===== src/source/core_pkg.sv =====
// Shared definitions of the multichannel core
// Datapath, instruction store and register file sizes
// Operation codes and the instruction field layout
// Fetch and execute pipeline payloads
package core_pkg;

    localparam int data_width       = 32;
    localparam int instr_width      = 32;
    localparam int imm_width        = 16;
    localparam int imem_depth       = 64;
    localparam int pc_width         = $clog2(imem_depth);
    localparam int regs_per_channel = 16;
    localparam int reg_addr_width   = $clog2(regs_per_channel);
    localparam int max_channels     = 4;
    localparam int ch_width         = $clog2(max_channels);

    // Register file is addressed by channel then register number
    localparam int rf_addr_width    = ch_width + reg_addr_width;
    localparam int rf_depth         = max_channels * regs_per_channel;

    typedef enum logic [3:0] {
        op_nop  = 4'd0,
        op_add  = 4'd1,
        op_sub  = 4'd2,
        op_and  = 4'd3,
        op_or   = 4'd4,
        op_xor  = 4'd5,
        op_shl  = 4'd6,
        op_ldi  = 4'd7,
        op_ldch = 4'd8,
        op_out  = 4'd9,
        op_stop = 4'd10
    } opcode_t;

    // Field order from the most significant bit down
    typedef struct packed {
        opcode_t                   opcode;
        logic [reg_addr_width-1:0] dest;
        logic [reg_addr_width-1:0] src_a;
        logic [reg_addr_width-1:0] src_b;
        logic [imm_width-1:0]      imm;
    } instr_fields_t;

    typedef struct packed {
        logic [instr_width-1:0] word;
        logic [ch_width-1:0]    channel;
    } fetch_t;

    typedef struct packed {
        opcode_t                   opcode;
        logic [ch_width-1:0]       channel;
        logic [reg_addr_width-1:0] dest;
        logic [data_width-1:0]     a;
        logic [data_width-1:0]     b;
        logic [data_width-1:0]     imm;
    } exec_t;

    // Operations that retire a register write
    function automatic logic writes_reg(opcode_t opcode);
        return opcode inside {op_add, op_sub, op_and, op_or, op_xor, op_shl, op_ldi, op_ldch};
    endfunction

endpackage


===== src/source/instruction_store.sv =====
// Instruction memory of the core
// Host write port and a registered read port with enable
`timescale 1ns/1ps

module instruction_store
    import core_pkg::*;
(
    input  logic                   clock,
    input  logic                   rst_n,
    input  logic                   write_en,
    input  logic [pc_width-1:0]    write_addr,
    input  logic [instr_width-1:0] write_data,
    input  logic                   read_enable,
    input  logic [pc_width-1:0]    read_addr,
    output logic [instr_width-1:0] read_data
);

    logic [instr_width-1:0] mem [imem_depth];

    always_ff @(posedge clock) begin
        if (write_en) begin
            mem[write_addr] <= write_data;
        end
    end

    // Output word holds while the fetch stage is full
    always_ff @(posedge clock or negedge rst_n) begin
        if (!rst_n) begin
            read_data <= '0;
        end else if (read_enable) begin
            read_data <= mem[read_addr];
        end
    end

endmodule


===== config.mk =====
export PLATFORM = sky130hd
export DESIGN_NAME = instruction_store
export DESIGN_NICKNAME = d
export VERILOG_FILES = /design/src/source/core_pkg.sv /design/src/source/instruction_store.sv
export SDC_FILE = /design/constraint.sdc
export NUM_CORES = 2
export LEC_CHECK = 0
export ABC_AREA = 0
export BUFFER_PORTS_ARGS = -buffer_cell sky130_fd_sc_hd__buf_2
export CORE_MARGIN = 10
export CORE_UTILIZATION = 50
export CTS_BUF_LIST = sky130_fd_sc_hd__clkbuf_16
export CTS_CLUSTER_DIAMETER = 100
export DETAILED_ROUTE_END_ITERATION = 12
export PLACE_DENSITY = 0.66
export SLEW_MARGIN = 20
export SYNTH_ARGS = -nofsm -noshare
export SYNTH_HDL_FRONTEND = slang
export SYNTH_SLANG_ARGS = --single-unit

===== constraint.sdc =====
create_clock -name clock -period 2.8 [get_ports clock]
set_clock_uncertainty 0.2 [all_clocks]
set_input_delay 0.14 -clock clock [delete_from_list [all_inputs] [get_ports clock]]
set_output_delay 0.14 -clock clock [all_outputs]
set_load 0.05 [all_outputs]

## Word level (Yosys, flattened, before mapping)

Memory sizes are Yosys's and may differ from the RTL's. A register that Yosys moved wholly into a read port is not among the register bits.
Cells that the tools add are included.

| storage, ports and cells | value |
|---|---|
| memory bits (read-only) | 0 |
| memories kept | 1 |
| word-level logic and storage cells | 4 |
| latch bits | 0 |
| bits in registers | 0 |
| memory bits (writable) | 2048 |

Memories:

| memory | words | bits a word | rd ports | clocked after memory_dff | write ports | line | text |
|---|---|---|---|---|---|---|---|
| mem | 64 | 32 | 1 | 1 | 1 | instruction_store.sv:18 | `logic [instr_width-1:0] mem [imem_depth];` |

| cells by class | value |
|---|---|
| bitwise gates (word level) | 0 |
| multipliers | 0 |
| equal/unequal tests | 0 |
| $add $sub $neg | 0 |
| magnitude comparators | 0 |
| multiplexer cells | 2 |
| reductions and logical operators | 1 |
| shifts and indexed selects | 0 |
| divide/modulo/power cells | 0 |

Operator list:

| kind | count |
|---|---|
| 2-to-1 mux 1 bit | 2 |
| zero test 1 bit | 1 |

## Depth between registers and ports, before layout

| depth | value |
|---|---|
| depth in word-level cells | 2 |
| mapped depth | 10 |

## Worst setup path before layout

OpenSTA, ideal clock, no wires.

| timing path | value |
|---|---|
| path kind | in2reg |
| start | in write_addr[5] |
| end | mem mem[48][0], enable pin |
| path buffers | 1 |
| cell stages on the path | 4 |
| arrival | 3026 ps |
| setup time | 461 ps |
| path slack | -887 ps |
| data required time | 2139 ps |
| cell sequence | clkbuf_1 nand3_1 or3_1 nor3_1 |

RTL lines:

| item | line | text |
|---|---|---|
| start: declaration | instruction_store.sv:11 | `input logic [pc_width-1:0] write_addr,` |
| end: declaration | instruction_store.sv:18 |  |

No word-level cell before the write port.

==> impl_metrics.py <==
metrics = {
    "power_and_ir_drop": {
        "power_leakage_nw": 30.2,
        "p_per_area_nw_per_um2": 682,
        "peakVddDrop_uv": 490,
        "power.total_mw": 63.3,
    },
    "place": {
        "dpl.hpwl_mm": 116,
        "place.gp.congestion": 0.805,
        "dp_cells": 6076,
        "port_buffers": 79,
    },
    "flow_run": {
        "drv_cap": 0,
    },
    "worst_setup_path": {
        "required_ns": 3.26,
        "cp-start-kind": "input pin",
        "crit_chain": "dlygate4sd3_1 -> buf_8 -> buf_12 -> buf_4 -> buf_4 -> mux4_2 -> mux2_2 -> a21oi_1 -> o221ai_1",
        "end_kind": "register",
        "cpPeakStageDelay_ns": 0.56,
        "cp_data_arrival_time_ns": 3.07,
        "cpMostUsedCell": "buf_4",
        "critPathKind": "input pin to register",
        "rrSetupSlack_ns": 0.38,
        "crit_fanout": 20,
        "critPathSlowestCell": "dlygate4sd3_1",
    },
    "clocking": {
        "cts_tree": "done",
        "path_clk_slew_ns": 0.06,
        "post_cts.repair.setup_buffers": 0,
        "insertion_delay_ns": 0.83,
        "cts_made_buffers": 195,
        "htree_num_levels": 4,
        "ctsLongestPathBuffers": 3,
        "clockRootBuffer": "clkbuf_16",
        "cts_sinks": 2080,
    },
    "logic_synthesis": {
        "syn_inst": 3843,
        "ys_types": 34,
        "ys_warn_count": 0,
        "ys_seq_elements": 2080,
        "synthTopCellsByCount": "edfxtp_1 (2048), mux4_2 (353), mux2i_1 (321)",
        "synth_xor_xnor_area_share_pct": 0,
        "synth_top_family_by_area": "multiplexers",
        "synth-seq-area-share_pct": 77.9,
        "yosys.area.top_type_share_pct": 76.9,
        "synth_edf_count": 2048,
        "synth-async-reset-ratio_pct": 1.54,
        "synthMuxAreaShare_pct": 15.3,
        "synth_flop_cell": "edfxtp_1",
        "yosys.area_share.simple_pct": 2.75,
        "syn_area_per_cell_um2": 20.8,
        "synth-adder-area-share_pct": 0,
        "synth_compound_area_share_pct": 2.64,
        "synth_top_cell_by_area": "edfxtp_1",
        "synth_area_leaders": "edfxtp_1 (77%), mux4_2 (9.9%), mux2i_1 (4.0%)",
        "syn_nets": 3891,
        "netlist_area_um2": 80000,
        "synth.most_common_cell": "edfxtp_1",
    },
    "layout": {
        "fin_cells": 6493,
        "area_growth_syn_to_layout_pct": 15.9,
        "drive_above_1_share_pct": 26.4,
        "fin_nets": 4300,
    },
    "sta": {
        "holdWs_ns": 0.0440,
        "slew-limit-headroom_pct": 30.2,
        "worstMarginPinSlew_ns": 1.05,
        "min_period_ns": 2.60,
        "setup_viol": 0,
        "period_share_pct": 93.0,
        "rsz0062_at_grt": "false",
        "hold_viol_final": 0,
        "drv_slew": 0,
        "fmax_mhz": 384,
    },
    "worst_hold_path": {
        "holdCritPathClass": "input pin to register",
    },
    "detailed_routing": {
        "wl_mm": 200,
        "vias": 39900,
        "wl_per_cell_um": 30.8,
        "ant_nets": 0,
        "via_per_inst": 6.15,
        "drc": 0,
        "firstDrtPassIters": 7,
        "drt_iter0_drc": 4227,
    },
    "floorplanning": {
        "dieArea_um2": 176000,
        "die_w_um": 420,
        "die_h_um": 420,
        "initial_core_util_pct": 50.4,
        "ios": 80,
        "row_count": 146,
        "core_region_area_um2": 159000,
    },
    "grt": {
        "grt_antenna_before_repair": 12,
        "grt_overflow_total": 0,
        "grt_pass1_vias": 40400,
        "grt_max_degree": 129,
        "grt.total_usage_pct": 22.7,
        "grt_pass1_wl_mm": 289,
    },
    "run_status": {
        "outcome": "completed",
    },
}
[report_power, final]
part / switching, mW / internal, mW
registers: 0.176 / 34.5
clock network: 11.2 / 13.6
logic: 2.42 / 1.44
[sequential cells by signal, summed over array words and instances, names as in the netlist]
name / cells
mem: 2048
read_data: 32
[metal layers]
metal | track usage, % | vias to the layer above | wire, um
met4 | 7.89 | 6 | 6830
met1 | 31.1 | 21100 | 79400
li1 | - | 16800 | -
met5 | 0 | - | 36
met2 | 36.2 | 1735 | 96500
met3 | 5.10 | 342 | 16900
[area by class of cell]
cell class | instances | area [um2]
multi-input combinational | 1542 | 17100
fill | 11300 | 66000
clock inverter | 164 | 972
timing repair buffer | 433 | 4770
sequential | 2080 | 62300
antenna | 3 | 7.51
tap | 2072 | 2590
clock buffer | 199 | 4980
[critical path, delay by kind of cell]
family / cells / cell delay [ns]
buffers and inverters: 5 / 1.38
multiplexers: 2 / 0.77
AO/OA/AOI/OAI: 2 / 0.72
[path summary, 6_finish.rpt]
check                               from       endpoint  depth (start not counted)
max                         read_addr[0]  read_data[10]                          9
min                         read_addr[1]  read_data[12]                          5
max reg2reg                read_data[30]  read_data[30]                          6
min reg2reg                   mem[5][31]  read_data[31]                          4
max in group asynchronous          rst_n  read_data[31]                          4
min in group asynchronous          rst_n  read_data[16]                          4
[repair_timing]
| action | 4_1_cts | 5_1_grt |
|---|---|---|
| resized for setup | 0 | 3 |
| endpoints found under the setup margin | 0 | 3 |
| endpoints found under the hold margin | 2519 | 0 |
| hold buffers | 51 | 0 |
[layout by cell type, fill, tap and decap left out, types with 4 or more instances in the layout]
master / count
o22ai_1: 97
nor2_1: 162
clkinv_1: 57
inv_1: 42
edfxtp_1: 2048
nand2b_1: 4
a211oi_1: 62
clkinv_2: 43
mux2_2: 95
a21oi_1: 93
nor4_1: 62
o32ai_1: 31
dfrtp_1: 32
mux4_2: 353
bufinv_16: 8
nand2_1: 39
o221ai_1: 33
buf_2: 71
nand3_1: 7
nor2_4: 62
buf_12: 124
dlygate4sd3_1: 51
clkbuf_16: 199
inv_6: 8
nor2b_1: 97
buf_4: 184
mux2i_1: 321
[per-stage QoR]
stage,worst slack (ns),setup TNS [ns],cell area (um2),util [%]
finish,0.197,0,92700,58.4
global route,0.0493,0,92700,58.4
CTS,0.182,0,92700,58.4
detailed placement,-0.152,-0.557,86200,54.3
global placement,-0.156,-0.508,86200,54.3
floorplan,-0.176,-61.37,80000,-
[logic make-up after synthesis]
| family | after synthesis |
|---|---|
| flip-flops | 2080 |
| multiplexers | 770 |
| AND/OR/NAND/NOR | 453 |
| AO/OA/AOI/OAI | 319 |
| buffers and inverters | 221 |
Power figures use the tool's default switching activity.
