**src/source/pipe_stage.sv**
```systemverilog
// Single valid/ready pipeline register
// Payload type is a parameter, full throughput
`timescale 1ns/1ps

module pipe_stage #(
    parameter type payload_t = logic [7:0]
) (
    input  logic     clock,
    input  logic     rst_n,
    input  logic     in_valid,
    output logic     in_ready,
    input  payload_t in_payload,
    output logic     out_valid,
    input  logic     out_ready,
    output payload_t out_payload
);

    logic full;

    // Accept when empty or when the held item leaves this cycle
    assign in_ready  = !full || out_ready;
    assign out_valid = full;

    always_ff @(posedge clock or negedge rst_n) begin
        if (!rst_n) begin
            full <= 1'b0;
        end else if (in_ready) begin
            full <= in_valid;
        end
    end

    always_ff @(posedge clock) begin
        if (in_valid && in_ready) begin
            out_payload <= in_payload;
        end
    end

    assert property (@(posedge clock) disable iff (!rst_n)
        (out_valid && !out_ready) |=> $stable(out_payload));

endmodule

```
**config.mk**
```make
export PLATFORM = sky130hd
export DESIGN_NAME = pipe_stage
export DESIGN_NICKNAME = d
export VERILOG_FILES = /design/src/source/pipe_stage.sv
export SDC_FILE = /design/constraint.sdc
export NUM_CORES = 1
export LEC_CHECK = 0
export BUFFER_PORTS_ARGS = -buffer_cell sky130_fd_sc_hd__buf_2
export CORE_AREA = 2 2 39 41
export CTS_BUF_LIST = sky130_fd_sc_hd__clkbuf_8
export CTS_CLUSTER_SIZE = 20
export DETAILED_ROUTE_END_ITERATION = 8
export DIE_AREA = 0 0 41 43
export PLACE_DENSITY = 0.48
export SLEW_MARGIN = 20
export SYNTH_ARGS = -nofsm -noshare
export SYNTH_HDL_FRONTEND = slang
export SYNTH_SLANG_ARGS = --single-unit
```
**constraint.sdc**
```tcl
create_clock -name clock -period 0.93 [get_ports clock]
set_input_delay 0.186 -clock clock [delete_from_list [all_inputs] [get_ports clock]]
set_output_delay 0.186 -clock clock [all_outputs]
set_load 0.05 [all_outputs]
```
Word level (Yosys, flattened, before mapping). Index checks and enable logic that the tools add are counted.

Memories: 0. Latch bits: 0. Word-level logic and storage cells: 5. Bits in writable memories: 0. Output and inout bits: 10. Memory bits (read-only): 0. Bits in registers: 9.

Shift operators: 0. Order comparisons: 0. Multipliers: 0. Eq/ne operators: 0. Divide/modulo/power cells: 0. Bitwise operators: 0. Add/sub/neg operators: 0. Reductions and logical operators: 3. Muxes and demuxes: 0.

Operator list (count): logical AND 1 bit (1); logical NOT 1 bit (1); logical OR 1 bit (1).

Logic depth before layout (Yosys ltp).
Depth in word-level cells: 3. Depth in mapped cells: 2.

Least setup slack after synthesis. No wires, ideal clock.

Path kind: register to register. Start point: register full (netlist: out_valid). End point: register out_payload[0] (netlist bit) (enable). Arrival: 1104 ps. Setup time: 249 ps. Path slack: -423 ps. Stages on the path, launching flop included: 3. Required time: 681 ps. Path buffers: 0. Cell sequence: dfrtp_1 > nand2b_4 > and2_4.

Longest elaborated chain between the ends: 3.

RTL lines: start, declared (RTL line 18) `logic full;`; start signal, assigned (RTL line 28) `full <= in_valid;`; logical NOT 1 bit (RTL line 21) `assign in_ready = !full || out_ready;`; logical OR 1 bit (RTL line 21); net in_ready (RTL line 11) `output logic in_ready,`; logical AND 1 bit (RTL line 33) `if (in_valid && in_ready) begin`; end signal, assigned (RTL line 34) `out_payload <= in_payload;`; end, declared (RTL line 15) `output payload_t out_payload`.

The timed path passes the listed nets, and every way through them passes these cells. A chain may end at the register's enable or synchronous reset.

Final worst setup path.
Start point: register full (netlist: out_valid). End point: output in_ready.

Longest elaborated chain between the ends: 2.

RTL lines (RTL line): logical NOT 1 bit (21); logical OR 1 bit (21); end, declared (11).

No other way between the ends.

==> flow_summary.html <==
<table>
<tr><th>Metric</th><th>Value</th></tr>
<tr><th colspan="2">Synth</th></tr>
<tr><td>Number of synthesized register bits</td><td>9</td></tr>
<tr><td>Library cell with the largest summed area after synthesis</td><td>sky130_fd_sc_hd__edfxtp_1</td></tr>
<tr><td>Cells after Synth</td><td>12</td></tr>
<tr><td>Fraction of the yosys area taken by sequential cells</td><td>0.902</td></tr>
<tr><td>Most common cell in the netlist</td><td>sky130_fd_sc_hd__edfxtp_1</td></tr>
<tr><td>Post-synth EDFFs</td><td>8</td></tr>
<tr><td>Number of nets produced by synthesis</td><td>24</td></tr>
<tr><td>Cell area after technology mapping</td><td>294 um2</td></tr>
<tr><td>Average cell area after synthesis</td><td>approximately 25 um2</td></tr>
<tr><td>Async S/R FF share, synth</td><td>0.111</td></tr>
<tr><td>Dominant cells by area after synthesis</td><td>sky130_fd_sc_hd__edfxtp_1, sky130_fd_sc_hd__dfrtp_1, sky130_fd_sc_hd__nand2b_4</td></tr>
<tr><td>Synth Warn #</td><td>0</td></tr>
<tr><td>Synth cell count leaders</td><td>sky130_fd_sc_hd__edfxtp_1, sky130_fd_sc_hd__and2_4, sky130_fd_sc_hd__dfrtp_1, sky130_fd_sc_hd__nand2b_1, sky130_fd_sc_hd__nand2b_4</td></tr>
<tr><td>Distinct cell type count of the synthesized netlist</td><td>5</td></tr>
<tr><td>Fraction of post-synthesis cell area in the top cell type by area</td><td>0.817</td></tr>
<tr><td>Main synth FF type</td><td>sky130_fd_sc_hd__edfxtp_1</td></tr>
<tr><th colspan="2">Timing</th></tr>
<tr><td>Relative slew margins</td><td>0.832</td></tr>
<tr><td>Crit path setup slack, layout</td><td>-125 ps</td></tr>
<tr><td>Min cycle time layout</td><td>1050 ps</td></tr>
<tr><td>Setup_tns</td><td>-956 ps</td></tr>
<tr><td>Setup repair after global routing missed its margin</td><td>yes</td></tr>
<tr><td>Number of pins with negative max-slew slack in the final report</td><td>0</td></tr>
<tr><td>Tightest Pin Transition</td><td>254 ps</td></tr>
<tr><td>Setup violation total in the final timing report</td><td>18</td></tr>
<tr><td>Total count of hold-check failures in the final report</td><td>0</td></tr>
<tr><td>Timing-limited maximum frequency</td><td>roughly 0.95 GHz</td></tr>
<tr><td>Clock skew after layout</td><td>~1.9 ps</td></tr>
<tr><td>Period Utilization, post-route</td><td>1.13</td></tr>
<tr><th colspan="2">Placed design</th></tr>
<tr><td>Post-Place Worst Slack</td><td>-52.8 ps</td></tr>
<tr><td>Buffers added on ports</td><td>21</td></tr>
<tr><td>Routability cong.</td><td>0.599</td></tr>
<tr><th colspan="2">Clock network</th></tr>
<tr><td>Latest clock arrival within the worst-skew pair</td><td>~230 ps</td></tr>
<tr><td>Clock edge transition at the registers on the reported setup and hold paths</td><td>40 ps</td></tr>
<tr><td>Clock buffer count from CTS</td><td>3</td></tr>
<tr><td>Maximum clock insertion buffer count</td><td>2</td></tr>
<tr><td>Clock tree root buffer cell</td><td>sky130_fd_sc_hd__clkbuf_8</td></tr>
<tr><td>Clock tree from TritonCTS</td><td>yes</td></tr>
<tr><td>CTS H-Tree Depth</td><td>1</td></tr>
<tr><td>Number of sinks handled by clock tree synthesis</td><td>9</td></tr>
<tr><th colspan="2">Worst hold path</th></tr>
<tr><td>Type of the tightest min-delay check</td><td>in -&gt; reg</td></tr>
<tr><td>Hold depth</td><td>1</td></tr>
<tr><td>Min-Delay Startpoint</td><td>in_payload[6]</td></tr>
<tr><td>Hold worst-path end</td><td>out_payload[6]</td></tr>
<tr><th colspan="2">Setup path</th></tr>
<tr><td>Largest fanout on the critical path</td><td>3</td></tr>
<tr><td>Startpoint Class</td><td>flop</td></tr>
<tr><td>Worst EP required</td><td>740 ps</td></tr>
<tr><td>Worst reg-to-reg setup slack</td><td>-70 ps</td></tr>
<tr><td>CP Cell Sequence</td><td>nand2b_4 &gt; buf_8</td></tr>
<tr><td>Slowest stage cell on the critical path</td><td>sky130_fd_sc_hd__dfrtp_2</td></tr>
<tr><td>Path type of the worst setup path</td><td>reg -&gt; out</td></tr>
<tr><td>Largest stage delay, worst path</td><td>410 ps</td></tr>
<tr><td>RR Startpoint</td><td>out_valid</td></tr>
<tr><td>Critical register-to-register path endpoint</td><td>out_payload[2]</td></tr>
<tr><td>Endpoint arrival time on the critical path</td><td>870 ps</td></tr>
<tr><td>Worst Reg-to-Reg Cells</td><td>2</td></tr>
<tr><td>CP endpoint kind</td><td>output pin</td></tr>
<tr><th colspan="2">Flow run</th></tr>
<tr><td>Max-Cap Viols</td><td>0</td></tr>
<tr><th colspan="2">Die</th></tr>
<tr><td>Core ar.</td><td>0.00138 mm2</td></tr>
<tr><td>Starting density of the core</td><td>0.212</td></tr>
<tr><td>Die Footprint</td><td>0.00176 mm2</td></tr>
<tr><td>Die width</td><td>41 um</td></tr>
<tr><td>Number of placement rows</td><td>14</td></tr>
<tr><td>Die Y-Extent</td><td>~43 um</td></tr>
<tr><td>I/O pin total</td><td>22</td></tr>
<tr><th colspan="2">Global route</th></tr>
<tr><td>Largest net degree at the start of global routing</td><td>9</td></tr>
<tr><td>Initial antenna violation count</td><td>0</td></tr>
<tr><td>Remaining Overflow, GRT</td><td>0</td></tr>
<tr><td>Met3 usage</td><td>0.0524</td></tr>
<tr><td>GR met2 Demand/Resource</td><td>0.125</td></tr>
<tr><td>Highest-utilization routing layer at the global route stage</td><td>met2</td></tr>
<tr><td>Overall Global Routing Usage</td><td>0.0837</td></tr>
<tr><td>Met1 demand-to-capacity share in global routing</td><td>0.0678</td></tr>
<tr><td>Via count of the first global-routing pass</td><td>211</td></tr>
<tr><td>First-pass GRT wire length</td><td>897 um</td></tr>
<tr><th colspan="2">Pwr</th></tr>
<tr><td>Leak Pwr</td><td>approximately 0.24 nW</td></tr>
<tr><td>PwrDens</td><td>2040 mW/mm2</td></tr>
<tr><td>VDD IR max</td><td>831 uV</td></tr>
<tr><th colspan="2">Cells and area</th></tr>
<tr><td>Area growth, synth to finish</td><td>82.1%</td></tr>
<tr><td>Count of nets after finishing</td><td>51</td></tr>
<tr><td>Layout fillers</td><td>144</td></tr>
<tr><td>Layout cells sized above 1</td><td>0.711</td></tr>
<tr><td>Count of inserted antenna diode cells</td><td>0</td></tr>
<tr><th colspan="2">Drt</th></tr>
<tr><td>Final routed DRC violation total</td><td>0</td></tr>
<tr><td>Sum of routed wire length over all layers</td><td>between 600 and 700 um</td></tr>
<tr><td>Remaining antenna violation count</td><td>0</td></tr>
<tr><td>Starting DRC count in detailed routing</td><td>2</td></tr>
<tr><td>Number of vias in the routed layout</td><td>approximately 210</td></tr>
<tr><td>Avg Vias per Cell</td><td>between 3 and 4</td></tr>
<tr><td>Number of iterations in the first detailed-routing pass</td><td>2</td></tr>
<tr><td>Routed wire length per instance</td><td>11.9 um</td></tr>
<tr><th colspan="2">Run status</th></tr>
<tr><td>Result of the run</td><td>complete, but fails checks</td></tr>
<tr><td>Failing checks</td><td>setup timing</td></tr>
</table>
==> power by group <==
part	switching (mW)	total [mW]	internal, mW	leakage [nW]
Sequential	0.0112	0.482	0.470	0.0862
Combinational	0.115	0.187	0.0718	0.123
Clock	0.140	0.427	0.286	0.0269
==> sequential cells by signal (all words and copies together) (netlist names) <==
name / flops
out_payload: 8
out_valid: 1
==> cell type report <==
| cell class | instances | area [um2] | area share |
|---|---|---|---|
| Timing Repair Buffer | 22 | 175 | 0.327 |
| Multi-Input combinational cell | 3 | 28.8 | 0.0537 |
| Clock buffer | 3 | 41.3 | 0.0771 |
| Sequential cell | 9 | 267 | 0.498 |
| Clock inverter | 1 | 3.75 | 0.00701 |
| Tap cell | 16 | 20.0 | 0.0374 |
==> logic make-up after synthesis <==
| logic type | Yosys count | synth area share |
|---|---|---|
| flops | 9 | 0.902 |
| simple gates | 3 | 0.0979 |
==> layout by cell type, fill, tap and decap left out <==
master and n:
sky130_fd_sc_hd__edfxtp_1 8, sky130_fd_sc_hd__dlygate4sd3_1 1, sky130_fd_sc_hd__clkbuf_8 3, sky130_fd_sc_hd__buf_6 8
sky130_fd_sc_hd__buf_2 12, sky130_fd_sc_hd__dfrtp_2 1, sky130_fd_sc_hd__nand2b_1 1, sky130_fd_sc_hd__buf_8 1
sky130_fd_sc_hd__nand2b_4 1, sky130_fd_sc_hd__and2_4 1, sky130_fd_sc_hd__inv_1 1
==> metal layers <==
metal,vias to the layer above,part of all wire
met5,-,0
met4,0,0
met2,20,0.49
met3,0,0.16
met1,89,0.35
li1,96,-
==> stage by stage <==
stage | hold slack [ps] | power (mW) | utilization | cells | cell area (um2)
2_1_floorplan | -110 | 0.591 | - | 12 | 295
3_3_place_gp | -39.1 | 0.636 | 0.304 | 49 | 420
3_5_place_dp | -35.8 | 0.641 | 0.304 | 49 | 420
4_1_cts | 128 | 1.12 | 0.387 | 54 | 536
5_1_grt | 128 | 1.15 | 0.387 | 54 | 536
6_report | 134 | 1.10 | 0.387 | 54 | 536
==> worst max-delay path, delay by kind of cell, from the launching register on <==
kind / cells / cell delay, ps
flops: 1 / 410
buf+inv: 1 / 140
simple gates: 1 / 90
==> how the worst max path moves through the flow <==
stage / from / endpoint / cells after the start
floorplan: out_valid / out_payload[0] / 2
global placement: out_valid / out_payload[5] / 2
detailed placement: out_valid / out_payload[1] / 2
CTS: out_valid / out_valid / 1
global route: out_valid / in_ready / 2
finish: out_valid / in_ready / 2
==> repair_timing <==
| action | in CTS | in global routing |
|---|---|---|
| pin swaps | 1 | 0 |
| setup buffers | 0 | 0 |
| setup endpoints to repair | 18 | 18 |
| endpoints found under the hold margin | 1 | 0 |
| hold buffers | 1 | 0 |
| resized for setup | 19 | 0 |
Power figures use the tool's default switching activity.
