File: config.mk
export PLATFORM = sky130hd
export DESIGN_NAME = core_control
export DESIGN_NICKNAME = d
export VERILOG_FILES = /design/src/source/core_pkg.sv /design/src/source/core_control.sv
export SDC_FILE = /design/constraint.sdc
export NUM_CORES = 1
export LEC_CHECK = 0
export BUFFER_PORTS_ARGS = -buffer_cell sky130_fd_sc_hd__buf_2
export CAP_MARGIN = 20
export CORE_ASPECT_RATIO = 0.7
export CORE_MARGIN = 3
export CORE_UTILIZATION = 56
export CTS_BUF_LIST = sky130_fd_sc_hd__clkbuf_8
export CTS_CLUSTER_SIZE = 14
export DETAILED_ROUTE_END_ITERATION = 6
export GPL_ROUTABILITY_DRIVEN = 0
export PLACE_DENSITY = 0.88
export SKIP_CTS_REPAIR_TIMING = 1
export SLEW_MARGIN = 20
export SYNTH_ARGS = -nofsm -noshare
export SYNTH_HDL_FRONTEND = slang
export SYNTH_SLANG_ARGS = --single-unit
File: constraint.sdc
create_clock -name clock -period 2.5 [get_ports clock]
set_clock_uncertainty 0.05 [all_clocks]
set_input_delay 0.125 -clock clock [delete_from_list [all_inputs] [get_ports clock]]
set_output_delay 0.125 -clock clock [all_outputs]
set_load 0.03 [all_outputs]
File: src/source/core_pkg.sv
// Shared definitions of the multichannel core
// Datapath, instruction store and register file sizes
// Operation codes and the instruction field layout
// Fetch and execute pipeline payloads
package core_pkg;

    localparam int data_width       = 32;
    localparam int instr_width      = 32;
    localparam int imm_width        = 16;
    localparam int imem_depth       = 64;
    localparam int pc_width         = $clog2(imem_depth);
    localparam int regs_per_channel = 16;
    localparam int reg_addr_width   = $clog2(regs_per_channel);
    localparam int max_channels     = 4;
    localparam int ch_width         = $clog2(max_channels);

    // Register file is addressed by channel then register number
    localparam int rf_addr_width    = ch_width + reg_addr_width;
    localparam int rf_depth         = max_channels * regs_per_channel;

    typedef enum logic [3:0] {
        op_nop  = 4'd0,
        op_add  = 4'd1,
        op_sub  = 4'd2,
        op_and  = 4'd3,
        op_or   = 4'd4,
        op_xor  = 4'd5,
        op_shl  = 4'd6,
        op_ldi  = 4'd7,
        op_ldch = 4'd8,
        op_out  = 4'd9,
        op_stop = 4'd10
    } opcode_t;

    // Field order from the most significant bit down
    typedef struct packed {
        opcode_t                   opcode;
        logic [reg_addr_width-1:0] dest;
        logic [reg_addr_width-1:0] src_a;
        logic [reg_addr_width-1:0] src_b;
        logic [imm_width-1:0]      imm;
    } instr_fields_t;

    typedef struct packed {
        logic [instr_width-1:0] word;
        logic [ch_width-1:0]    channel;
    } fetch_t;

    typedef struct packed {
        opcode_t                   opcode;
        logic [ch_width-1:0]       channel;
        logic [reg_addr_width-1:0] dest;
        logic [data_width-1:0]     a;
        logic [data_width-1:0]     b;
        logic [data_width-1:0]     imm;
    } exec_t;

    // Operations that retire a register write
    function automatic logic writes_reg(opcode_t opcode);
        return opcode inside {op_add, op_sub, op_and, op_or, op_xor, op_shl, op_ldi, op_ldch};
    endfunction

endpackage

File: src/source/core_control.sv
// Run control of the multichannel core
// Idle, running and draining FSM with channel loop and program counter
// Scoreboard of in-flight register writes for the issue interlock
// Done pulse at the end of a run
`timescale 1ns/1ps

module core_control
    import core_pkg::*;
(
    input  logic                      clock,
    input  logic                      rst_n,
    input  logic                      run,
    input  logic [ch_width-1:0]       channels,
    input  logic                      stall,
    input  logic                      retire_valid,
    input  logic [reg_addr_width-1:0] retire_dest,
    input  logic [ch_width-1:0]       retire_channel,
    input  logic                      stop_seen,
    input  logic [instr_width-1:0]    instr,
    output logic [pc_width-1:0]       pc,
    output logic                      issue_valid,
    output logic [ch_width-1:0]       issue_channel,
    output logic                      busy,
    output logic                      done
);

    typedef enum logic [1:0] {st_idle, st_running, st_draining} state_t;

    state_t               state;
    logic                 primed;
    logic [pc_width-1:0]  pc_reg;
    logic [ch_width-1:0]  chan_last;
    logic [rf_depth-1:0]  pending;
    instr_fields_t        fields;
    logic                 hazard;
    logic                 take;
    logic                 last_ch;
    logic                 last_stop;

    function automatic logic reads_a(opcode_t opcode);
        return opcode inside {op_add, op_sub, op_and, op_or, op_xor, op_shl, op_out};
    endfunction

    function automatic logic reads_b(opcode_t opcode);
        return opcode inside {op_add, op_sub, op_and, op_or, op_xor, op_shl};
    endfunction

    //////////////////////////////
    // Issue and interlock
    //////////////////////////////

    assign fields = instr_fields_t'(instr);

    // Destination is checked too, so a pair is never pending twice
    assign hazard = (reads_a(fields.opcode) && pending[{issue_channel, fields.src_a}])
                 || (reads_b(fields.opcode) && pending[{issue_channel, fields.src_b}])
                 || (writes_reg(fields.opcode) && pending[{issue_channel, fields.dest}]);

    // Store word is valid one cycle after entering the running state
    assign issue_valid = (state == st_running) && primed && !hazard;
    assign take        = issue_valid && !stall;
    assign last_ch     = issue_channel == chan_last;
    assign last_stop   = stop_seen && (retire_channel == chan_last);
    assign busy        = state != st_idle;

    // Read address runs one step ahead of the slot register
    always_comb begin
        pc = pc_reg;
        if (state == st_idle) begin
            pc = '0;
        end else if (take && last_ch) begin
            pc = pc_reg + 1'b1;
        end
    end

    //////////////////////////////
    // Sequencing
    //////////////////////////////

    always_ff @(posedge clock or negedge rst_n) begin
        if (!rst_n) begin
            state         <= st_idle;
            primed        <= 1'b0;
            pc_reg        <= '0;
            issue_channel <= '0;
            chan_last     <= '0;
            done          <= 1'b0;
        end else begin
            primed <= state == st_running;
            pc_reg <= pc;
            done   <= (state == st_draining) && last_stop;
            case (state)
                st_idle: begin
                    issue_channel <= '0;
                    if (run) begin
                        chan_last <= channels;
                        state     <= st_running;
                    end
                end
                st_running: begin
                    if (take) begin
                        issue_channel <= last_ch ? '0 : issue_channel + 1'b1;
                        if (last_ch && fields.opcode == op_stop) begin
                            state <= st_draining;
                        end
                    end
                end
                default: begin
                    if (last_stop) begin
                        state <= st_idle;
                    end
                end
            endcase
        end
    end

    always_ff @(posedge clock or negedge rst_n) begin
        if (!rst_n) begin
            pending <= '0;
        end else begin
            if (retire_valid) begin
                pending[{retire_channel, retire_dest}] <= 1'b0;
            end
            if (take && writes_reg(fields.opcode)) begin
                pending[{issue_channel, fields.dest}] <= 1'b1;
            end
        end
    end

    // An idle core has no slot to issue and no write left in the pipeline
    assert property (@(posedge clock) disable iff (!rst_n)
        (state == st_idle) |-> (!issue_valid && pending == '0));

    assert property (@(posedge clock) disable iff (!rst_n) done |=> !done);

endmodule

==> Word-level counts from Yosys, hierarchy flattened <==
Cells that the tools add are included.
{ "classes": {"muxes": 22, "n_reduce_logical": 27, "n_eq_ne": 17, "addsub": 2, "magnitude_cmp": 6, "bitwise": 3} }
{ "op_table": {"columns": ["cell", "n"], "rows": [
  ["2-to-1 mux 64 bit", 2],
  ["bitwise AND 64 bit", 1],
  ["NOT 64 bit", 1],
  ["bitwise OR 64 bit", 1],
  ["less-than comparator 6 x 7 -> 1 bit (second input constant)", 4],
  ["binary-select mux 1 bit (select 6 bit)", 3],
  ["== test 4 x 3 -> 1 bit (second input constant)", 4],
  ["logical AND 1 bit", 13],
  ["demux 1 bit (select 6 bit)", 2],
  ["== test 4 bit (second input constant)", 3],
  ["greater-or-equal comparator 6 x 1 -> 1 bit (second input constant)", 2],
  ["2-to-1 mux 2 bit", 6],
  ["2-to-1 mux 6 bit", 2],
  ["== test 4 x 2 -> 1 bit (second input constant)", 2],
  ["case mux 2 bit (2 select lines)", 2],
  ["nonzero test 8 bit", 1],
  ["nonzero test 7 bit", 1],
  ["adder 6 x 1 -> 6 bit (second input constant)", 1],
  ["nonzero test 6 bit", 1],
  ["2-to-1 mux 1 bit", 5],
  ["== test 2 bit", 2],
  ["== test 4 x 1 -> 1 bit (second input constant)", 1],
  ["inequality test 2 bit (second input constant)", 2],
  ["AND reduction 2 bit", 2],
  ["other kinds (10)", 13]
]} }
{ "word_totals": {"out_inout_bits": 11, "wordCells": 84, "inputBits": 46, "ff_bits": 78} }

==> Longest topological paths before layout <==
Gate-level depths: netlist (run 1).
{ "logic_depth": {"depth_word": 11, "ltp_mapped": 12, "mapped_depth_nobuf": 8} }

==> Least setup slack after synthesis (run 1) <==
No wires, ideal clock.
{ "synth_timing": {"path_kind": "register -> register", "startpoint": "reg issue_channel[0]", "endpoint": "reg pc_reg[2]", "n_path_buf": 2, "setup_slack_ns": -0.644, "stages_incl_launch_ff": 8, "arrival_time_ns": 2.882, "synth_period_minus_slack_ns": 3.144, "required_ns": 2.238, "setup_time_ns": 0.212, "cell_sequence": "dfrtp_1 > buf_2 > buf_1 > nand3_1 > a2111oi_1 > o2111a_1 > nand3_2 > o31ai_1"} }
{ "synth_between": {"elab_chain_len": 11, "word_cells_on_any_way": 18, "cone_classes": "eq/ne: 1; mux: 8; reduce/logical: 9"} }
{ "synth_rtl": {"columns": ["item", "line", "rtl"], "rows": [
  ["start: declaration", "core_control.sv:22", "output logic [ch_width-1:0] issue_channel,"],
  ["start signal: assignment", "core_control.sv:102", "issue_channel <= last_ch ? '0 : issue_channel + 1'b1;"],
  ["binary-select mux 1 bit (select 6 bit), on equally long branches", "core_control.sv:55, core_control.sv:56", null],
  ["2-to-1 mux 1 bit, on equally long branches", "core_control.sv:55, core_control.sv:56", null],
  ["logical AND 1 bit, on equally long branches", "core_control.sv:55, core_control.sv:56", null],
  ["logical OR 1 bit", "core_control.sv:56", "|| (reads_b(fields.opcode) && pending[{issue_channel, fields.src_b}])"],
  ["logical OR 1 bit", "core_control.sv:57", "|| (writes_reg(fields.opcode) && pending[{issue_channel, fields.dest}]);"],
  ["logical NOT 1 bit", "core_control.sv:60", "assign issue_valid = (state == st_running) && primed && !hazard;"],
  ["logical AND 1 bit", "core_control.sv:60", null],
  ["logical AND 1 bit", "core_control.sv:61", "assign take = issue_valid && !stall;"],
  ["logical AND 1 bit *", "core_control.sv:71", "end else if (take && last_ch) begin"],
  ["2-to-1 mux 6 bit *", "core_control.sv:71", null],
  ["2-to-1 mux 6 bit *", "core_control.sv:69", "if (state == st_idle) begin"],
  ["via pc[2]", "core_control.sv:20", "output logic [pc_width-1:0] pc,"],
  ["end signal: assignment", "core_control.sv:90", "pc_reg <= pc;"],
  ["end: declaration", "core_control.sv:31", "logic [pc_width-1:0] pc_reg;"]
]} }
The timed path passes the listed nets; every way through them passes the cells marked *. The select of a mux whose other input is x is not followed.
A chain may end at the register's enable or synchronous reset.

==> Final worst setup path (run 1) <==
{ "layout_timing": {"startpoint": "reg pending[6]", "endpoint": "out pc[2]"} }
{ "layout_between": {"elab_chain_len": 11, "word_cells_on_any_way": 17, "cone_classes": "mux: 8; reduce/logical: 9"} }
{ "layout_rtl": {"columns": ["item", "line", "rtl"], "rows": [
  ["start: declaration", "core_control.sv:33", "logic [rf_depth-1:0] pending;"],
  ["start signal: assignment", "core_control.sv:119", "pending <= '0;"],
  ["start signal: indexed assignment", "core_control.sv:122", "pending[{retire_channel, retire_dest}] <= 1'b0;"],
  ["start signal: indexed assignment", "core_control.sv:125", "pending[{issue_channel, fields.dest}] <= 1'b1;"],
  ["binary-select mux 1 bit (select 6 bit), on equally long branches", "core_control.sv:55, core_control.sv:56", null],
  ["2-to-1 mux 1 bit, on equally long branches", "core_control.sv:55, core_control.sv:56", null],
  ["logical AND 1 bit, on equally long branches", "core_control.sv:55, core_control.sv:56", null],
  ["logical OR 1 bit", "core_control.sv:56", null],
  ["logical OR 1 bit *", "core_control.sv:57", null],
  ["logical NOT 1 bit *", "core_control.sv:60", null],
  ["logical AND 1 bit *", "core_control.sv:60", null],
  ["logical AND 1 bit *", "core_control.sv:61", null],
  ["logical AND 1 bit *", "core_control.sv:71", null],
  ["2-to-1 mux 6 bit *", "core_control.sv:71", null],
  ["2-to-1 mux 6 bit *", "core_control.sv:69", null],
  ["end: declaration", "core_control.sv:20", null]
]} }
Mark *: on every way between the ends. The rest lies on a longest branch, timed or not. The select of a mux whose other input is x is not followed.

==> results of run 1 <==
## worst register-to-register path, stage by stage (launching register included)
cell and delay, ns:
dfrtp_1 0.45, buf_4 0.16, mux4_2 0.44, mux2_2 0.33, nand2_1 0.09, a222oi_1 0.08
o211ai_2 0.28, buf_4 0.20, nand3_4 0.10, buf_4 0.15, nor3_2 0.15, buf_4 0.16
mux2i_1 0.27
## path summary, 6_finish.rpt
kind                               endpoint  slack, ns  depth (start not counted)
min                                    done      -0.01                          3
max reg2reg                issue_channel[1]      -0.51                         12
min reg2reg                            done       0.50                          1
min in group asynchronous         pc_reg[3]       0.40                          2
max                                   pc[2]      -0.94                         10
max in group asynchronous  issue_channel[1]       1.30                          2
## kinds of logic (layout without fill, tap and decap cells)
kind of cell / Yosys count / count (layout) / synth area share (%)
buf+inv: 46 / 180 / 4.29
xor+xnor: 6 / 6 / 0.985
other cells: 0 / 1 / 0
simple gates: 144 / 145 / 15.5
fa+ha+maj: 5 / 5 / 1.17
compound gates: 190 / 190 / 21.4
mux: 67 / 67 / 20.0
flops: 78 / 78 / 36.6
## routing by layer
layer	vias to the layer above	part of all wire, %
li1	2356	-
met1	2889	33
met2	686	41
met3	295	18
met4	4	8.4
met5	-	0.10
## synth_stat cells (7+ instances only)
cell / count
nand2_1: 32
dfrtp_1: 78
o21ai_0: 67
nand4_1: 7
mux4_2: 30
buf_2: 15
mux2i_1: 20
clkbuf_1: 11
o21ai_1: 64
o211ai_1: 7
inv_1: 8
mux2_2: 12
nor2b_1: 17
nor2_1: 24
nand3b_1: 9
nand3_1: 17
## final cells by class
class | instances | area [sq um]
Inverter | 11 | 46.3
Sequential cell | 78 | 1950
Timing Repair Buffer | 153 | 1150
Clock inverter | 7 | 63.8
Fill cell | 555 | 2220
Antenna cell | 1 | 2.50
Tap cell | 124 | 155
Multi-Input combinational cell | 413 | 3460
Clock buffer | 9 | 124
## through the flow
stage | setup WS [ns] | cell area [sq um] | hold WS, ns | setup TNS (ns) | util (%)
2_1_floorplan | -0.0294 | 5630 | -0.221 | -0.300 | -
3_3_place_gp | -0.365 | 6520 | 0.272 | -19.46 | 71.0
3_5_place_dp | -0.536 | 6520 | 0.288 | -27.72 | 71.0
4_1_cts | -0.853 | 6710 | -0.124 | -29.82 | 73.0
5_1_grt | -0.948 | 6960 | -0.000176 | -40.68 | 75.8
6_report | -0.935 | 6960 | -0.0119 | -35.44 | 75.8
## placed cells by master (no fill, tap or decap), types with 9 or more instances in the layout
cell | Yosys | layout
mux2i_1 | 20 | 16
nand3_1 | 17 | 16
buf_4 | 2 | 103
mux2_2 | 12 | 12
o21ai_1 | 64 | 65
nand3b_1 | 9 | 9
mux4_2 | 30 | 30
nand2_1 | 32 | 30
nor2b_1 | 17 | 17
buf_2 | 15 | 34
nor2_1 | 24 | 22
clkbuf_8 | 0 | 9
dfrtp_1 | 78 | 76
o21ai_0 | 67 | 66
## power by group
group / switching, mW / leakage, nW / internal (mW)
Clock: 0.559 / 0.0903 / 0.382
Sequential: 0.357 / 1.06 / 1.55
Combinational: 1.64 / 1.76 / 1.26
==> impl_metrics.yaml, run 1 <==
clocking:
  clock_latency_ns: 0.39
  cts_buffers: 9
  cts_tree: "built"
  cts_max_level: 3
  cts.sinks: 78
  cts_max_path_buffers: 2
  clkTransAtPathRegs_ns: 0.10
  cts_root_buf: "clkbuf_8"
timing:
  grt_setup_unrepaired: "true"
  worst_pin_slew_ns: 1.03
  relSlewSlack_pct: 31.4
  hold_viol: 1
  slew_viol_final: 0
  timing.final.ws_setup_ns: -0.935
  period_minus_slack_ns: 3.44
  fmax_mhz: 291
  hold_slack_ns: -0.0119
  setup_viol: 81
  fin_crit_sh_pct: 137
critical_path:
  crit_required_ns: 2.33
  crit_slowest_cell: "mux4_2"
  worst_setup_path_end_kind: "output port"
  crit_type: "reg2out"
  cpMostUsedCell: "nand4_1"
  cp-start-kind: "flop"
  max_stage_delay_ns: 0.47
  critPathMaxFanout: 4
  crit_path_start: "pending[6]"
  reg2reg_from: "pending[35]"
  crit_chain: "buf_4 -> mux4_2 -> a21oi_1 -> nand4_1 -> nand4_1 -> o2111a_2 -> nand3_4 -> buf_6 -> o31ai_4 -> buf_2"
  crit_buf_inv: 3
  critPathArrivalTime_ns: 3.26
  path_delay_family: "compound AO/OA/AOI/OAI gates"
route:
  avgRoutedWirePerCell_um: 28.8
  detail_route.iter0.violations: 1465
  vias_per_cell: 7.83
  route.detailed.drc: 201
  vias: 6230
  ant_nets: 0
  dr.pass1.iters: 7
  drt-total-wl_mm: 23.0
placement:
  portBuffers: 40
  hpwl_mm: 15.3
  placed_cells: 763
cells_and_area:
  area_growth_pct: 30.5
  fin_nets: 717
  layout-drive-gt1-share_pct: 38.2
  largest_reg_flops: 64
  final_cells: 796
global_route:
  grt.busiest_layer: "met2"
  gr-usage-met1_pct: 49.6
  overflow: 0
  grt_max_degree: 79
  antenna_found_initial: 2
  grt_pass1_vias: 5738
  grt_pass1_wl_mm: 31.2
  grt_usage_pct: 38.9
  grt_use_met2_pct: 57.3
  use_met3_pct: 17.8
die:
  io_pins: 57
  start_util_pct: 58.1
  fp.dieH_um: 87.7
  die-area_sq_um: 10800
  core_area_sq_um: 9180
  rows: 29
  die_w_um: 123
synthesis:
  yosysWarnings: 0
  synth_top_area_cell: "dfrtp_1"
  synthFlopType: "dfrtp_1"
  synth_cell_types: 67
  synth_fp_nets: 587
  syn_inst: 536
  synth_area_sq_um: 5340
  synth_edf_count: 0
  syn_area_per_cell_sq_um: 9.95
  async_reset_ff_share_pct: 100
  synth_top_area_share_pct: 36.6
  ys_seq_area_share_pct: 36.6
  synth_area_leaders: "dfrtp_1 37%, mux4_2 13%, o21ai_0 6.3%"
  synth-seq-cells: 78
outcome:
  outcome: "complete, but fails checks"
  failed_checks: "DRC, hold timing, setup timing"
flow_run:
  maxCapViolCount: 0
pwr:
  ir_worst_vdd_v: 0.000605
  power_leakage_nw: 2.91
  power_mw: 5.75
  power_density_nw_per_um2: 826
hold_path:
  hold_class: "in2reg"
  min_from: "stop_seen"
(Power assumes the default switching activity.)
==> run 2, diff against run 1 <==
--- a/config.mk
+++ b/config.mk
@@ -8,13 +8,12 @@
 export BUFFER_PORTS_ARGS = -buffer_cell sky130_fd_sc_hd__buf_2
 export CAP_MARGIN = 20
 export CORE_ASPECT_RATIO = 0.7
-export CORE_MARGIN = 3
-export CORE_UTILIZATION = 56
+export CORE_UTILIZATION = 53
 export CTS_BUF_LIST = sky130_fd_sc_hd__clkbuf_8
 export CTS_CLUSTER_SIZE = 14
 export DETAILED_ROUTE_END_ITERATION = 6
 export GPL_ROUTABILITY_DRIVEN = 0
-export PLACE_DENSITY = 0.88
+export PLACE_DENSITY = 0.84
 export SKIP_CTS_REPAIR_TIMING = 1
 export SLEW_MARGIN = 20
 export SYNTH_ARGS = -nofsm -noshare
==> run 2 against run 1 <==
  * Highest routed layer unchanged
  * Routed wire length rose by 1.7%
  * The flow finishes with violations (DRC, setup timing)
  * Combinational power up 10%
  * Sequential cell count stayed put
  * Final cell count up 2.0%
  * First-iteration DRC count increased by 5.3%
  * Global-route usage increased by 0.59 points
  * Via count is 0.16% lower
  * Largest power group unchanged
  * Fmax down 4.1%
  * Sequential share of layout area fell by 0.98 points
  * Critical endpoint is now pc[1]
  * Critical path depth grew 2
  * Die area down 2.6%
  * Sequential power barely moved
==> impl_metrics.yaml, run 2 (synthesis results as in run 1) <==
die:
  start_util_pct: 54.9
  fp.dieH_um: 85.9
  core_area_sq_um: 9720
  io_pins: 57
  rows: 30
  die_w_um: 122
  die-area_sq_um: 10500
clocking:
  cts_max_level: 3
  clock_latency_ns: 0.39
  cts_tree: "built"
  cts_max_path_buffers: 2
  cts_root_buf: "clkbuf_8"
  cts_buffers: 9
  clkTransAtPathRegs_ns: 0.09
  cts.sinks: 78
cells_and_area:
  final_common_cell: "buf_4"
  fin_nets: 730
  area_growth_pct: 35.4
  antenna_cells: 0
  layout-drive-gt1-share_pct: 40.4
  final_cell_mix: "108 x buf_4, 74 x dfrtp_1, 66 x o21ai_0"
  largest_reg_flops: 64
hold_path:
  hold_class: "in2reg"
critical_path:
  critPathMaxFanout: 5
  max_stage_delay_ns: 0.65
  crit_chain: "buf_6 -> nand2b_4 -> buf_6 -> a211oi_1 -> or4_4 -> a222oi_1 -> o211ai_4 -> nand3_4 -> buf_6 -> mux2i_1 -> nor2_2 -> buf_6"
  critPathArrivalTime_ns: 3.41
  crit_type: "reg2out"
  crit_slowest_cell: "a222oi_1"
  worst_setup_path_end_kind: "output port"
  cp-start-kind: "flop"
  cpMostUsedCell: "buf_6"
  crit_required_ns: 2.33
outcome:
  failed_checks: "DRC, setup timing"
  outcome: "complete, but fails checks"
pwr:
  power_density_nw_per_um2: 839
  power_leakage_nw: 3.03
  ir_worst_vdd_v: 0.000421
placement:
  pre_cts_ws_ns: -0.538
  hpwl_mm: 14.8
  portBuffers: 40
route:
  detail_route.iter0.violations: 1542
  dr.pass1.iters: 7
  drt-total-wl_mm: 23.4
  avgRoutedWirePerCell_um: 28.8
  ant_nets: 0
  vias_per_cell: 7.66
  route.detailed.drc: 45
  vias: 6220
flow_run:
  maxCapViolCount: 0
timing:
  period_minus_slack_ns: 3.58
  hold_viol: 0
  worst_pin_slew_ns: 0.887
  slew_viol_final: 0
  setup_viol: 81
  tns_ns: -50.68
  timing.final.ws_setup_ns: -1.08
  relSlewSlack_pct: 40.7
  fin_crit_sh_pct: 143
  fmax_mhz: 279
  grt_setup_unrepaired: "true"
global_route:
  grt_usage_pct: 39.5
  overflow: 0
  grt_pass1_wl_mm: 30.4
  grt_pass1_vias: 5575
  grt_max_degree: 79
  antenna_found_initial: 0
## run 2: cell types whose count changed in the layout (fill, tap and decap cells not counted), sizes merged
cell	previous run	this run
clkinvlp	2	1
diode	1	0
clkbuf	9	10
inv	14	13
buf	149	161
bufinv	0	1
clkinv	2	3
## run 2: worst max-delay path, delay by kind of cell (launching register included)
family / cells / cell delay, ns
compound gates: 3 / 0.95
buf+inv: 4 / 0.52
flops: 1 / 0.44
mux: 1 / 0.23
simple gates: 4 / 0.87
## run 2: final timing paths
check                                 start     endpoint  slack [ns]  cells past startpoint
max in group asynchronous             rst_n  pending[48]        1.56                      3
min in group asynchronous             rst_n  pending[43]        0.21                      2
setup / recovery           issue_channel[0]        pc[1]       -1.08                     12
setup reg to reg           issue_channel[0]  pending[58]       -0.68                     11
hold / removal                    stop_seen         done        0.05                      3
hold reg to reg                   pc_reg[5]    pc_reg[5]        0.53                      2
## run 2: metrics by stage
stage                     area (sq um)  std cells  total power [mW]  utilization (%)  hold slack [ns]
after CTS                         6750        790              5.29             69.4           -0.101
after detailed placement          6550        774              4.31             67.4            0.291
final                             7220        812              6.06             74.3           0.0493
after global routing              7220        812              6.16             74.3           0.0436
after global placement            6550        774              4.18             67.4            0.271
after floorplan                   5630        536              3.30                -           -0.221
## run 2: cell type report
cell class	instances	area (sq um)
clock buffer	9	124
clock inverter	7	72.6
fill	595	2500
inverter	11	46.3
multi-input combinational	413	3540
sequential	78	1960
tap	128	160
timing repair buffer	166	1320
## run 2: where the power goes
group          internal (mW)  total [mW]  switching (mW)
Sequential              1.55        1.87           0.327
Clock                  0.464       0.993           0.529
Combinational           1.44        3.19            1.75
Total                   3.45        6.06            2.61
## run 2: routing by layer
layer  vias up  share of wire (%)  global-route usage (%)
met5         -               0.22                       0
met4         4                7.5                    19.8
met3       240                 18                    18.0
met2       701                 40                    55.4
met1      2905                 34                    51.4
li1       2370                  -                       -
